[config.mk]
export PLATFORM = sky130hd
export DESIGN_NAME = decode_top
export DESIGN_NICKNAME = d
export VERILOG_FILES = /design/src/mips_pkg.sv /design/src/decode_if.sv /design/src/decode_top.sv /design/src/id_i.sv /design/src/id_r.sv /design/src/id_stage.sv
export SDC_FILE = /design/constraint.sdc
export NUM_CORES = 1
export LEC_CHECK = 0
export ABC_AREA = 1
export BUFFER_PORTS_ARGS = -buffer_cell sky130_fd_sc_hd__buf_2
export CAP_MARGIN = 20
export CORE_ASPECT_RATIO = 1.2
export CORE_UTILIZATION = 56
export DETAILED_ROUTE_END_ITERATION = 10
export PLACE_DENSITY = 0.85
export RECOVER_POWER = 50
export SYNTH_ARGS = -nofsm -noshare
export SYNTH_HDL_FRONTEND = slang
export SYNTH_SLANG_ARGS = --single-unit
[constraint.sdc]
create_clock -name clk -period 11.6 [get_ports clk]
set_clock_uncertainty 0.1 [all_clocks]
set_input_delay 2.32 -clock clk [delete_from_list [all_inputs] [get_ports clk]]
set_output_delay 2.32 -clock clk [all_outputs]
set_load 0.03 [all_outputs]
[src/mips_pkg.sv]
`default_nettype none

package mips_pkg;

    // major opcodes that route to the R-type decoder or the REGIMM table
    localparam logic [5:0] SPECIAL  = 6'h00;
    localparam logic [5:0] REGIMM   = 6'h01;
    localparam logic [5:0] SPECIAL2 = 6'h1c;

    localparam logic [4:0] LINK_REG = 5'd31;  // $ra

    typedef enum logic [7:0] {
        // shifts
        OP_SLL,
        OP_SRL,
        OP_SRA,
        OP_SLLV,
        OP_SRLV,
        OP_SRAV,
        // register jumps and moves
        OP_JR,
        OP_JALR,
        OP_MOVZ,
        OP_MOVN,
        OP_SYSCALL,
        // hi/lo unit
        OP_MFHI,
        OP_MTHI,
        OP_MFLO,
        OP_MTLO,
        OP_MULT,
        OP_DIV,
        OP_MADD,
        OP_MUL,
        OP_MSUB,
        // alu, register operands
        OP_ADD,
        OP_SUB,
        OP_AND,
        OP_OR,
        OP_XOR,
        OP_NOR,
        OP_SLT,
        OP_CLZ,
        OP_CLO,
        // alu, immediate operand
        OP_ADDI,
        OP_SLTI,
        OP_ANDI,
        OP_ORI,
        OP_XORI,
        OP_LUI,
        // memory
        OP_LB,
        OP_LH,
        OP_LW,
        OP_LBU,
        OP_LHU,
        OP_SB,
        OP_SH,
        OP_SW,
        // branches and jumps
        OP_BEQ,
        OP_BNE,
        OP_BLEZ,
        OP_BGTZ,
        OP_BLTZ,
        OP_BGEZ,
        OP_BLTZAL,
        OP_BGEZAL,
        OP_J,
        OP_JAL,
        OP_INVALID
    } op_t;

    // five formats, so three bits
    typedef enum logic [2:0] {
        FMT_NONE,
        FMT_SIGNED_IMM,
        FMT_ZERO_IMM,
        FMT_UPPER_IMM,
        FMT_JUMP
    } fmt_t;

endpackage

`default_nettype wire

[src/decode_if.sv]
`default_nettype none

interface decode_if import mips_pkg::*; ();

    logic        claim;          // decoder owns this word
    op_t         op;
    logic [4:0]  reg_s;
    logic [4:0]  reg_t;
    logic [4:0]  dest;           // 0 when nothing is written
    logic [4:0]  shift;
    logic [25:0] imm_raw;        // imm16 or jump index
    fmt_t        fmt;
    logic        flag_unsigned;

    modport source (
        output claim,
        output op,
        output reg_s,
        output reg_t,
        output dest,
        output shift,
        output imm_raw,
        output fmt,
        output flag_unsigned
    );

    modport sink (
        input claim,
        input op,
        input reg_s,
        input reg_t,
        input dest,
        input shift,
        input imm_raw,
        input fmt,
        input flag_unsigned
    );

endinterface

`default_nettype wire

[src/decode_top.sv]
`default_nettype none

module decode_top import mips_pkg::*; (
    input  wire         clk,
    input  wire         rst_n,
    input  wire         in_valid,
    input  wire  [31:0] inst,
    input  wire         stall,
    input  wire         flush,
    output logic        out_valid,
    output op_t         op,
    output logic [4:0]  reg_s,
    output logic [4:0]  reg_t,
    output logic [4:0]  reg_w,
    output logic [4:0]  shift,
    output logic [31:0] imm,
    output logic        flag_unsigned,
    output logic        invalid
);

    decode_if r_bus ();                     // SPECIAL, SPECIAL2
    decode_if i_bus ();                     // imm, REGIMM, jumps

    id_r u_id_r (
        .inst (inst),
        .dec  (r_bus)
    );

    id_i u_id_i (
        .inst (inst),
        .dec  (i_bus)
    );

    id_stage u_id_stage (
        .clk           (clk),
        .rst_n         (rst_n),
        .in_valid      (in_valid),
        .stall         (stall),
        .flush         (flush),
        .dec_r         (r_bus),
        .dec_i         (i_bus),
        .out_valid     (out_valid),
        .op            (op),
        .reg_s         (reg_s),
        .reg_t         (reg_t),
        .reg_w         (reg_w),
        .shift         (shift),
        .imm           (imm),
        .flag_unsigned (flag_unsigned),
        .invalid       (invalid)
    );

endmodule

`default_nettype wire

[src/id_i.sv]
`default_nettype none

module id_i import mips_pkg::*; (
    input  wire [31:0] inst,
    decode_if.source   dec
);

    logic [5:0] opcode;
    logic [4:0] rt;
    logic       wr_rt;
    logic       wr_link;

    assign opcode = inst[31:26];
    assign rt     = inst[20:16];

    assign dec.reg_s   = inst[25:21];
    assign dec.reg_t   = rt;
    assign dec.shift   = 5'd0;
    assign dec.imm_raw = inst[25:0];        // stage picks the width by fmt
    assign dec.dest    = wr_link ? LINK_REG : (wr_rt ? rt : 5'd0);

    always_comb begin
        dec.claim         = 1'b1;
        dec.op            = OP_INVALID;
        dec.fmt           = FMT_SIGNED_IMM;
        dec.flag_unsigned = 1'b0;
        wr_rt             = 1'b0;
        wr_link           = 1'b0;
        case (opcode)
        REGIMM: begin
            case (rt)                       // rt selects the branch
            5'h00: dec.op = OP_BLTZ;
            5'h01: dec.op = OP_BGEZ;
            5'h10: begin
                dec.op  = OP_BLTZAL;
                wr_link = 1'b1;
            end
            5'h11: begin
                dec.op  = OP_BGEZAL;
                wr_link = 1'b1;
            end
            default: dec.op = OP_INVALID;
            endcase
        end
        6'h02: begin
            dec.op  = OP_J;
            dec.fmt = FMT_JUMP;
        end
        6'h03: begin
            dec.op  = OP_JAL;
            dec.fmt = FMT_JUMP;
            wr_link = 1'b1;
        end
        6'h04: dec.op = OP_BEQ;
        6'h05: dec.op = OP_BNE;
        6'h06: dec.op = OP_BLEZ;
        6'h07: dec.op = OP_BGTZ;
        6'h08, 6'h09: begin
            dec.op            = OP_ADDI;
            dec.flag_unsigned = opcode[0];  // addiu
            wr_rt             = 1'b1;
        end
        6'h0a, 6'h0b: begin
            dec.op            = OP_SLTI;
            dec.flag_unsigned = opcode[0];  // sltiu
            wr_rt             = 1'b1;
        end
        6'h0c: begin
            dec.op  = OP_ANDI;
            dec.fmt = FMT_ZERO_IMM;
            wr_rt   = 1'b1;
        end
        6'h0d: begin
            dec.op  = OP_ORI;
            dec.fmt = FMT_ZERO_IMM;
            wr_rt   = 1'b1;
        end
        6'h0e: begin
            dec.op  = OP_XORI;
            dec.fmt = FMT_ZERO_IMM;
            wr_rt   = 1'b1;
        end
        6'h0f: begin
            dec.op  = OP_LUI;
            dec.fmt = FMT_UPPER_IMM;
            wr_rt   = 1'b1;
        end
        6'h20: begin
            dec.op = OP_LB;
            wr_rt  = 1'b1;
        end
        6'h21: begin
            dec.op = OP_LH;
            wr_rt  = 1'b1;
        end
        6'h23: begin
            dec.op = OP_LW;
            wr_rt  = 1'b1;
        end
        6'h24: begin
            dec.op            = OP_LBU;
            dec.flag_unsigned = 1'b1;
            wr_rt             = 1'b1;
        end
        6'h25: begin
            dec.op            = OP_LHU;
            dec.flag_unsigned = 1'b1;
            wr_rt             = 1'b1;
        end
        6'h28: dec.op = OP_SB;              // stores write no register
        6'h29: dec.op = OP_SH;
        6'h2b: dec.op = OP_SW;
        default: dec.claim = 1'b0;
        endcase
    end

endmodule

`default_nettype wire

[src/id_r.sv]
`default_nettype none

module id_r import mips_pkg::*; (
    input  wire [31:0] inst,
    decode_if.source   dec
);

    logic [5:0] opcode;
    logic [5:0] funct;
    logic       writes_rd;

    assign opcode = inst[31:26];
    assign funct  = inst[5:0];

    assign dec.claim   = (opcode == SPECIAL) || (opcode == SPECIAL2);
    assign dec.reg_s   = inst[25:21];
    assign dec.reg_t   = inst[20:16];
    assign dec.shift   = inst[10:6];
    assign dec.imm_raw = 26'd0;             // no immediate field
    assign dec.fmt     = FMT_NONE;
    assign dec.dest    = writes_rd ? inst[15:11] : 5'd0;

    always_comb begin
        dec.op            = OP_INVALID;
        dec.flag_unsigned = 1'b0;
        writes_rd         = 1'b1;
        if (opcode == SPECIAL) begin
            dec.flag_unsigned = funct inside {6'h19, 6'h1b, 6'h21, 6'h23, 6'h2b};
            case (funct)
            6'h00: dec.op = OP_SLL;
            6'h02: dec.op = OP_SRL;
            6'h03: dec.op = OP_SRA;
            6'h04: dec.op = OP_SLLV;
            6'h06: dec.op = OP_SRLV;
            6'h07: dec.op = OP_SRAV;
            6'h08: begin
                dec.op    = OP_JR;
                writes_rd = 1'b0;
            end
            6'h09: dec.op = OP_JALR;        // link goes to rd
            6'h0a: dec.op = OP_MOVZ;
            6'h0b: dec.op = OP_MOVN;
            6'h0c: begin
                dec.op    = OP_SYSCALL;
                writes_rd = 1'b0;
            end
            6'h10: dec.op = OP_MFHI;
            6'h11: begin
                dec.op    = OP_MTHI;
                writes_rd = 1'b0;
            end
            6'h12: dec.op = OP_MFLO;
            6'h13: begin
                dec.op    = OP_MTLO;
                writes_rd = 1'b0;
            end
            6'h18, 6'h19: begin
                dec.op    = OP_MULT;        // result in hi/lo
                writes_rd = 1'b0;
            end
            6'h1a, 6'h1b: begin
                dec.op    = OP_DIV;
                writes_rd = 1'b0;
            end
            6'h20, 6'h21: dec.op = OP_ADD;
            6'h22, 6'h23: dec.op = OP_SUB;
            6'h24: dec.op = OP_AND;
            6'h25: dec.op = OP_OR;
            6'h26: dec.op = OP_XOR;
            6'h27: dec.op = OP_NOR;
            6'h2a, 6'h2b: dec.op = OP_SLT;
            default: writes_rd = 1'b0;
            endcase
        end else if (opcode == SPECIAL2) begin
            dec.flag_unsigned = funct inside {6'h01, 6'h05};
            case (funct)
            6'h00, 6'h01: begin
                dec.op    = OP_MADD;        // accumulates into hi/lo
                writes_rd = 1'b0;
            end
            6'h02: dec.op = OP_MUL;
            6'h04, 6'h05: begin
                dec.op    = OP_MSUB;
                writes_rd = 1'b0;
            end
            6'h20: dec.op = OP_CLZ;
            6'h21: dec.op = OP_CLO;
            default: writes_rd = 1'b0;
            endcase
        end else begin
            writes_rd = 1'b0;
        end
    end

endmodule

`default_nettype wire

[src/id_stage.sv]
`default_nettype none

module id_stage import mips_pkg::*; (
    input  wire         clk,
    input  wire         rst_n,
    input  wire         in_valid,
    input  wire         stall,
    input  wire         flush,
    decode_if.sink      dec_r,
    decode_if.sink      dec_i,
    output logic        out_valid,
    output op_t         op,
    output logic [4:0]  reg_s,
    output logic [4:0]  reg_t,
    output logic [4:0]  reg_w,
    output logic [4:0]  shift,
    output logic [31:0] imm,
    output logic        flag_unsigned,
    output logic        invalid
);

    op_t         sel_op;
    logic [4:0]  sel_s;
    logic [4:0]  sel_t;
    logic [4:0]  sel_w;
    logic [4:0]  sel_shift;
    logic [25:0] sel_raw;
    fmt_t        sel_fmt;
    logic        sel_unsigned;
    logic [31:0] imm_ext;
    logic        take;

    // at most one decoder claims a word
    always_comb begin
        if (dec_r.claim) begin
            sel_op       = dec_r.op;
            sel_s        = dec_r.reg_s;
            sel_t        = dec_r.reg_t;
            sel_w        = dec_r.dest;
            sel_shift    = dec_r.shift;
            sel_raw      = dec_r.imm_raw;
            sel_fmt      = dec_r.fmt;
            sel_unsigned = dec_r.flag_unsigned;
        end else if (dec_i.claim) begin
            sel_op       = dec_i.op;
            sel_s        = dec_i.reg_s;
            sel_t        = dec_i.reg_t;
            sel_w        = dec_i.dest;
            sel_shift    = dec_i.shift;
            sel_raw      = dec_i.imm_raw;
            sel_fmt      = dec_i.fmt;
            sel_unsigned = dec_i.flag_unsigned;
        end else begin
            sel_op       = OP_INVALID;      // nobody owns it
            sel_s        = 5'd0;
            sel_t        = 5'd0;
            sel_w        = 5'd0;
            sel_shift    = 5'd0;
            sel_raw      = 26'd0;
            sel_fmt      = FMT_NONE;
            sel_unsigned = 1'b0;
        end
    end

    always_comb begin
        case (sel_fmt)
        FMT_SIGNED_IMM: imm_ext = {{16{sel_raw[15]}}, sel_raw[15:0]};
        FMT_ZERO_IMM:   imm_ext = {16'd0, sel_raw[15:0]};
        FMT_UPPER_IMM:  imm_ext = {sel_raw[15:0], 16'd0};  // lui
        FMT_JUMP:       imm_ext = {6'd0, sel_raw};
        default:        imm_ext = 32'd0;
        endcase
    end

    assign take = in_valid && !stall && !flush;

    always_ff @(posedge clk) begin
        if (!rst_n) begin
            out_valid <= 1'b0;
            op        <= OP_INVALID;
            invalid   <= 1'b0;
        end else if (flush) begin
            out_valid <= 1'b0;              // wins over stall
        end else if (!stall) begin
            out_valid <= in_valid;
            if (in_valid) begin
                op      <= sel_op;
                invalid <= (sel_op == OP_INVALID);
            end
        end
    end

    always_ff @(posedge clk) begin
        if (take) begin
            reg_s         <= sel_s;
            reg_t         <= sel_t;
            reg_w         <= sel_w;
            shift         <= sel_shift;
            imm           <= imm_ext;
            flag_unsigned <= sel_unsigned;
        end
    end

endmodule

`default_nettype wire

# Word level (Yosys, flattened, before mapping)
# Cells that the tools add are included.
dict set report op_classes {
  n_reduce_logical 30
  mux 36
  eq_ne 62
  bitwise 3
}
# op count
set op_table {}
lappend op_table {{$pmux 8 s21} 1}
lappend op_table {{$pmux 6 s24} 1}
lappend op_table {{$pmux 32 s4} 1}
lappend op_table {{$eq 6x6->1 const B} 18}
lappend op_table {{$eq 6x4->1 const B} 13}
lappend op_table {{$eq 6x5->1 const B} 9}
lappend op_table {{$mux 26} 2}
lappend op_table {{$eq 6x3->1 const B} 8}
lappend op_table {{$mux 5} 9}
lappend op_table {{$mux 8} 4}
lappend op_table {{$pmux 6 s5} 1}
lappend op_table {{$reduce_or 2->1} 13}
lappend op_table {{$eq 6x2->1 const B} 4}
lappend op_table {{$reduce_or 23->1} 1}
lappend op_table {{$reduce_or 21->1} 1}
lappend op_table {{$pmux 5 s4} 1}
lappend op_table {{$reduce_or 13->1} 1}
lappend op_table {{$eq 6x1->1 const B} 2}
lappend op_table {{$logic_not 6->1} 2}
lappend op_table {{$mux 1} 11}
lappend op_table {{$eq 5x5->1 const B} 2}
lappend op_table {{$pmux 3 s3} 1}
lappend op_table {{$eq 8x6->1 const B} 1}
lappend op_table {{$eq 3x2->1 const B} 2}
lappend op_table {{other kinds (15)} 22}
dict set report totals {
  out_inout_bits 63
  input_bits 37
  reg_bits 63
  elab_cells 140
}

# Longest topological paths before layout
# Gate-level depths: netlist (run 1).
dict set report depth {
  ltp_word 7
  mapped_depth 14
  mapped_depth_nobuf 13
}

# Modules after synthesis
# From an unflattened synthesis (run 1), not the netlist that was laid out.
dict set report hier_totals {
  cells_unflattened 728
  area_unflattened_um2 5332.6
}
# mod cells_each area_each_um2 instances seq_area_each_um2
set modules_own_cells {}
lappend modules_own_cells {id_stage 346 3286.9 1 1791.7}
lappend modules_own_cells {id_r 212 1099.8 1 0.0}
lappend modules_own_cells {id_i 170 945.9 1 0.0}

# Worst setup path after synthesis (run 1)
# No wires, ideal clock.
dict set report synth_timing {
  path_type {input -> register}
  startpoint {input port stall}
  endpoint {register u_id_stage.invalid}
  slack_ns 3.807
  n_path_buf 0
  arrival_ns 7.623
  setup_ns 0.070
  path_stages 5
  required_ns 11.430
  cell_sequence {nor3_1 > inv_1 > a21oi_2 > nand3_1 > a21oi_1}
}
dict set report synth_via {
  elab_chain_cells 2
}
# element line_no
set synth_rtl {}
lappend synth_rtl {{start, declared} decode_top.sv:8} ;# input wire stall,
lappend synth_rtl {{$not 1->1 (no line)} n/a}
lappend synth_rtl {{$reduce_and 3->1 (no line)} n/a}
lappend synth_rtl {{end signal, assigned} id_stage.sv:88} ;# invalid <= (sel_op == OP_INVALID);
lappend synth_rtl {{end, declared} id_stage.sv:19} ;# output logic invalid
# Every way passes these cells.
# A chain may end at the register's enable or synchronous reset.

# Final worst setup path (run 1)
# Ends and elaborated chain as after synthesis.

==> impl_metrics.json, run 1 <==
{
  "outcome": "complete, but fails checks",
  "number_of_antenna_violations_at_the_first_check_in_global_routing": 0,
  "placeableCoreArea_sq_um": 6170,
  "initialDrtViolationCount": 241,
  "synthDominantCellAreaShare_pct": 43.7,
  "netlist.top_cell.by_area": "sky130_fd_sc_hd__edfxtp_1",
  "yosys.cell_count.top_type": "sky130_fd_sc_hd__nand2_1",
  "synth-seq-cells": 61,
  "remaining_drcs": 0,
  "cts_made_buffers": 9,
  "cts_max_path_buffers": 2,
  "sink_of_the_worst_hold_path": "u_id_stage.invalid$_SDFFE_PN0P_",
  "synthArstFlopShare_pct": 0,
  "worstSetupPathType": "input port to flip-flop",
  "crit_arrival_ns": 5.87,
  "portBuffers": 97,
  "ant_cells": 0,
  "chipWidth_um": 75.6,
  "gr-usage-all-layers_pct": 30.0,
  "synth_ff_type": "sky130_fd_sc_hd__edfxtp_1",
  "initial_core_util_pct": 59.0,
  "grt_pass1_vias": 3262,
  "hold_start": "u_id_stage.invalid$_SDFFE_PN0P_",
  "dpl_worst_slack_ns": 7.04,
  "worst_min_delay_path_category": "flip-flop to flip-flop",
  "die-area_sq_um": 6820,
  "post-cts-setup-buffer-count": 0,
  "num_rows": 31,
  "failed_checks": "max-capacitance violations, max-slew violations",
  "n_fill_cell": 547,
  "grt_overflow": 0,
  "worstMarginPinSlew_ns": 2.86,
  "worstSetupEndpointType": "flip-flop",
  "synth.yosys.seq_area_share_pct": 48.1,
  "synth_cell_type_count": 35,
  "total_power_per_unit_cell_area_nw_per_um2": 132,
  "vias": 3435,
  "final_min_period_over_clock_period_pct": 49.1,
  "tritoncts": "done",
  "total_power_uw": 566,
  "worst_hold_path.num_cells": 2,
  "report.final.slew_viol_count": 59,
  "die_height_um": 90.3,
  "grt_start_max_net_pins": 59,
  "maxCapViolCount": 1,
  "netlist_top_cells_count": "sky130_fd_sc_hd__nand2_1 (88), sky130_fd_sc_hd__nor2_1 (56), sky130_fd_sc_hd__edfxtp_1 (53), sky130_fd_sc_hd__inv_1 (50), sky130_fd_sc_hd__nand3_1 (46)",
  "crit_path_start_kind": "input port",
  "synthCells": 437,
  "antenna_left": 0,
  "proportion_of_layout_cells_with_a_drive_suffix_above_1_pct": 21.6,
  "fin_crit_ns": 5.70,
  "drt_pre_antenna_iters": 5,
  "timing_hold_violations_final": 0,
  "place.detailed.hpwl_mm": 7.15,
  "global_route_wire_length_before_repair_mm": 15.2,
  "peakVddDrop_mv": 0.0752,
  "gp_routability_congestion": 0.951,
  "nets": 573,
  "post_cts_sizing_count": 0,
  "fmax_mhz": 176,
  "sequential_cell_area_sq_um": 1750,
  "required_arrival_time_at_the_worst_endpoint_ns": 11.77,
  "timing.max_slew.rel_slack_pct": -90.8,
  "synth-edff-count": 53,
  "crit_path_max_fanout": 58,
  "final.setup.tns_ns": 0,
  "synth.yosys.warnings": 0,
  "grt_setup_unrepaired": "no",
  "synth.top_cells.by_area": "sky130_fd_sc_hd__edfxtp_1 (44%), sky130_fd_sc_hd__nand2_1 (9.1%), sky130_fd_sc_hd__nand3_1 (6.3%)",
  "clk-insertion-delay-late_ns": 0.34,
  "syn2layout_area_growth_pct": 18.0,
  "layout_setup_ws_ns": 5.90,
  "wirelength_mm": 9.66,
  "reg2reg_setup_slack_ns": 10.72,
  "ff2ff_path_depth": 2,
  "ctsHoldBuffers": 0,
  "cts_max_level": 3,
  "p_leak_uw": 0.00192,
  "cts.root.buffer_cell": "sky130_fd_sc_hd__clkbuf_8",
  "multiInputGateArea_sq_um": 1540,
  "detail_route.vias_per_cell": 5.51,
  "reg2reg_to": "u_id_stage.op[1]$_SDFFE_PN0P_",
  "design.portCount": 100,
  "numClockSinks": 61,
  "route.detailed.wl_per_inst_um": 15.5,
  "syn_area_per_cell_sq_um": 8.33,
  "path_clk_slew_ns": 0.08,
  "syn_area_sq_um": 3640,
  "setup_viol_count_final": 0,
  "critical_path.reg2reg.startpoint": "u_id_stage.op[1]$_SDFFE_PN0P_"
}
## power breakdown
part | leakage (uW) | total, uW | internal [uW] | switching (uW)
sequential | 0.000480 | 254 | 251 | 3.42
combinational | 0.00134 | 99.8 | 23.9 | 75.8
clock | 0.000106 | 211 | 122 | 89.8
## through the flow
stage / instance area (sq um) / util, % / instances / hold WS [ns]
floorplan: 3640 / - / 438 / 0.497
global placement: 4160 / 67.4 / 607 / 0.347
detailed placement: 4160 / 67.4 / 607 / 0.353
CTS: 4380 / 71.0 / 623 / 0.371
global route: 4290 / 69.6 / 623 / 0.389
finish: 4290 / 69.6 / 623 / 0.377
## cells in the final DEF (no fill, tap or decap), types with 3 or more instances in the layout
master / instances
sky130_fd_sc_hd__a21oi_1: 13
sky130_fd_sc_hd__buf_2: 37
sky130_fd_sc_hd__clkbuf_1: 61
sky130_fd_sc_hd__clkbuf_8: 9
sky130_fd_sc_hd__dfxtp_1: 8
sky130_fd_sc_hd__edfxtp_1: 53
sky130_fd_sc_hd__inv_1: 50
sky130_fd_sc_hd__inv_2: 19
sky130_fd_sc_hd__nand2_1: 88
sky130_fd_sc_hd__nand2_2: 6
sky130_fd_sc_hd__nand2_4: 3
sky130_fd_sc_hd__nand3_1: 46
sky130_fd_sc_hd__nand3_2: 13
sky130_fd_sc_hd__nor2_1: 56
sky130_fd_sc_hd__nor2_2: 13
sky130_fd_sc_hd__nor2_4: 4
sky130_fd_sc_hd__nor3_1: 9
sky130_fd_sc_hd__o211ai_1: 4
sky130_fd_sc_hd__o21ai_0: 11
sky130_fd_sc_hd__o21ai_1: 3
sky130_fd_sc_hd__o221ai_1: 10
## state kept, by name (all words and copies together) (netlist names)
name                      count
u_id_stage.reg_w              5
u_id_stage.imm               32
u_id_stage.reg_s              5
u_id_stage.flag_unsigned      1
u_id_stage.out_valid          1
u_id_stage.shift              5
u_id_stage.op                 6
u_id_stage.reg_t              5
u_id_stage.invalid            1
## critical path, stage by stage
cell and delay, ns:
sky130_fd_sc_hd__clkbuf_1 0.10, sky130_fd_sc_hd__nor3_1 0.20, sky130_fd_sc_hd__clkbuf_1 2.05, sky130_fd_sc_hd__inv_1 0.65, sky130_fd_sc_hd__a21oi_2 0.33, sky130_fd_sc_hd__nand3_1 0.09
sky130_fd_sc_hd__a21oi_1 0.13
## cells by family after synthesis
family / count (synthesis) / share of synthesized area [%]
AOI/OAI and AO/OA: 47 / 8.42
buffers and inverters: 81 / 9.70
DFF: 61 / 48.1
other: 1 / 0.103
and+or+nand+nor: 247 / 33.6
## final cells by class
type                            instances  share of cell area, %
Tap cell                               82                   2.39
Inverter                               70                   6.18
Sequential cell                        61                   40.8
Clock inverter                          7                   2.27
Clock buffer                            9                   2.89
Timing Repair Buffer                   98                   9.65
Multi-Input combinational cell        296                   35.8
## how the worst max path moves through the flow
| stage | from | cells past startpoint | end |
|---|---|---|---|
| after global placement | inst[30] | 10 | u_id_stage.imm[10]$_DFFE_PP_ |
| after detailed placement | inst[30] | 10 | u_id_stage.imm[3]$_DFFE_PP_ |
| after global routing | stall | 7 | u_id_stage.invalid$_SDFFE_PN0P_ |
| final | stall | 7 | u_id_stage.invalid$_SDFFE_PN0P_ |
| after CTS | inst[30] | 10 | u_id_stage.imm[3]$_DFFE_PP_ |
| after floorplan | stall | 5 | u_id_stage.invalid$_SDFFE_PN0P_ |
## metal layers
metal | track usage (%) | routed length, um | vias to the layer above
met3 | 5.13 | 572 | 31
met2 | 50.9 | 5010 | 182
met5 | 0 | 0 | -
met4 | 14.7 | 303 | 0
met1 | 35.6 | 3770 | 1574
li1 | - | - | 1648
(Power assumes the default switching activity.)
==> run 2, diff against run 1 <==
--- a/config.mk
+++ b/config.mk
@@ -9,9 +9,9 @@
 export BUFFER_PORTS_ARGS = -buffer_cell sky130_fd_sc_hd__buf_2
 export CAP_MARGIN = 20
 export CORE_ASPECT_RATIO = 1.2
-export CORE_UTILIZATION = 56
+export CORE_UTILIZATION = 53
 export DETAILED_ROUTE_END_ITERATION = 10
-export PLACE_DENSITY = 0.85
+export PLACE_DENSITY = 0.81
 export RECOVER_POWER = 50
 export SYNTH_ARGS = -nofsm -noshare
 export SYNTH_HDL_FRONTEND = slang
==> constraint.sdc (replaced) <==
create_clock -name clk -period 5.35 [get_ports clk]
set_clock_uncertainty 0.1 [all_clocks]
set_input_delay 1.07 -clock clk [delete_from_list [all_inputs] [get_ports clk]]
set_output_delay 1.07 -clock clk [all_outputs]
set_load 0.03 [all_outputs]
==> impl_metrics.json, run 2 (synthesized netlist as in run 1, its figures left out) <==
{
  "design.portCount": 100,
  "drt_pre_antenna_iters": 5,
  "antenna_left": 0,
  "wirelength_mm": 9.60,
  "switchingPower_uw": 358,
  "most_common_library_cell_in_the_layout_ignoring_fill_and_taps": "sky130_fd_sc_hd__nand2_1",
  "tritoncts": "done",
  "p_clk_share_pct": 34.3,
  "cts_max_level": 3,
  "grt_pass1_vias": 3189,
  "initialDrtViolationCount": 276,
  "clk-insertion-delay-late_ns": 0.33,
  "portBuffers": 97,
  "syn2layout_area_growth_pct": 17.1,
  "final_min_period_over_clock_period_pct": 72.1,
  "vias": 3415,
  "layout.cell_area.non_filler_sq_um": 4260,
  "worstSetupPathType": "input port to flip-flop",
  "number_of_antenna_violations_at_the_first_check_in_global_routing": 0,
  "grt_setup_unrepaired": "no",
  "route.detailed.wl_per_inst_um": 15.3,
  "nets": 573,
  "p_leak_uw": 0.00191,
  "holdWs_ns": 0.371,
  "layout_setup_ws_ns": 1.49,
  "registers.top_by_ff_count": "u_id_stage.imm",
  "comb_power_share_pct": 18.4,
  "global_route_wire_length_before_repair_mm": 15.2,
  "numClockSinks": 61,
  "cts_made_buffers": 9,
  "final.setup.tns_ns": 0,
  "peakVddDrop_mv": 0.155,
  "largest_register_ff_count": 32,
  "dpl_worst_slack_ns": 2.03,
  "post-cts-setup-buffer-count": 0,
  "remaining_drcs": 0,
  "crit_path_start_kind": "input port",
  "netSwitchingFraction_pct": 30.7,
  "crit_path_max_fanout": 57,
  "fin_crit_ns": 3.86,
  "total_power_per_unit_cell_area_nw_per_um2": 274,
  "timing.max_slew.rel_slack_pct": -90.4,
  "worstMarginPinSlew_ns": 2.86,
  "largestRegisters": "u_id_stage.imm: 32 flops, u_id_stage.op: 6 flops",
  "grt_start_max_net_pins": 58,
  "power_frac_seq_pct": 47.3,
  "fmax_mhz": 259,
  "placeableCoreArea_sq_um": 6530,
  "timing_hold_violations_final": 0,
  "setup_viol_count_final": 0,
  "gr-usage-all-layers_pct": 27.6,
  "power_report.internal_total_uw": 808,
  "report.final.slew_viol_count": 58,
  "post_dp_cell_area_sq_um": 4170,
  "post_cts_sizing_count": 0,
  "worstSetupEndpointType": "flip-flop",
  "cts.root.buffer_cell": "sky130_fd_sc_hd__clkbuf_8",
  "required_arrival_time_at_the_worst_endpoint_ns": 5.49,
  "failed_checks": "max-capacitance violations, max-slew violations",
  "worst_min_delay_path_category": "flip-flop to flip-flop",
  "n_fill_cell": 582,
  "die_height_um": 92.8,
  "initial_core_util_pct": 55.8,
  "cts_max_path_buffers": 2,
  "ctsHoldBuffers": 0,
  "gp_routability_congestion": 0.929,
  "total_power_uw": 1170,
  "maxCapViolCount": 1,
  "grt_overflow": 0,
  "layout_common_cells": "sky130_fd_sc_hd__nand2_1 (88), sky130_fd_sc_hd__clkbuf_1 (63), sky130_fd_sc_hd__nor2_1 (56)",
  "num_rows": 32,
  "path_clk_slew_ns": 0.07,
  "outcome": "complete, but fails checks",
  "chipWidth_um": 77.6,
  "detail_route.vias_per_cell": 5.46,
  "die-area_sq_um": 7200,
  "place.detailed.hpwl_mm": 7.30,
  "crit_arrival_ns": 3.99,
  "proportion_of_layout_cells_with_a_drive_suffix_above_1_pct": 21.1,
  "ant_cells": 0
}
run 2: cell types whose count changed in the layout (fill, tap and decap cells not counted):
| cell | before | now |
|---|---|---|
| sky130_fd_sc_hd__clkinv_4 | 1 | 0 |
| sky130_fd_sc_hd__bufinv_16 | 2 | 1 |
| sky130_fd_sc_hd__clkbuf_1 | 61 | 63 |
| sky130_fd_sc_hd__clkinv_1 | 0 | 1 |
| sky130_fd_sc_hd__clkinv_2 | 1 | 3 |
| sky130_fd_sc_hd__clkinvlp_4 | 2 | 1 |
| sky130_fd_sc_hd__buf_2 | 37 | 35 |
run 2: critical path: stages:
cell	delay, ns
sky130_fd_sc_hd__clkbuf_1	0.09
sky130_fd_sc_hd__nor3_1	0.25
sky130_fd_sc_hd__clkbuf_1	2.06
sky130_fd_sc_hd__o21ai_0	0.26
sky130_fd_sc_hd__a31oi_1	0.26
run 2: area by class of cell:
type / instances / area [sq um] / share of cell area [%]
Inverter: 70 / 265 / 6.22
Clock inverter: 7 / 65.1 / 1.53
Sequential cell: 61 / 1750 / 41.1
Tap cell: 85 / 106 / 2.50
Timing Repair Buffer: 98 / 412 / 9.66
Clock buffer: 9 / 124 / 2.91
Multi-Input combinational cell: 296 / 1540 / 36.1
run 2: path summary, 6_finish.rpt:
path	from	end	slack (ns)	cells past startpoint
worst min-delay path	u_id_stage.op[5]$_SDFFE_PN1P_	u_id_stage.op[5]$_SDFFE_PN1P_	0.37	2
worst max register to register	u_id_stage.op[1]$_SDFFE_PN0P_	u_id_stage.op[1]$_SDFFE_PN0P_	4.44	2
worst min register to register	u_id_stage.op[5]$_SDFFE_PN1P_	u_id_stage.op[5]$_SDFFE_PN1P_	0.37	2
worst max-delay path	stall	u_id_stage.op[1]$_SDFFE_PN0P_	1.49	5
run 2: power by group through the flow:
stage          logic [uW]  clock network [uW]  registers (uW)
2_1_floorplan         109                   0             607
3_3_place_gp          217                   0             560
3_5_place_dp          220                   0             560
4_1_cts               221                 400             550
5_1_grt               233                 420             553
6_report              215                 401             551
run 2: through the flow:
step | std cells | utilization (%)
after floorplan | 438 | -
after global placement | 610 | 63.8
after detailed placement | 610 | 63.8
after CTS | 626 | 66.7
after global routing | 626 | 65.3
final | 626 | 65.3
run 2: metal layers:
layer | wire, um | up-vias | global-route usage [%]
li1 | - | 1652 | -
met1 | 3790 | 1575 | 33.0
met2 | 4780 | 161 | 47.9
met3 | 632 | 27 | 4.63
met4 | 399 | 0 | 13.2
met5 | 0 | - | 0
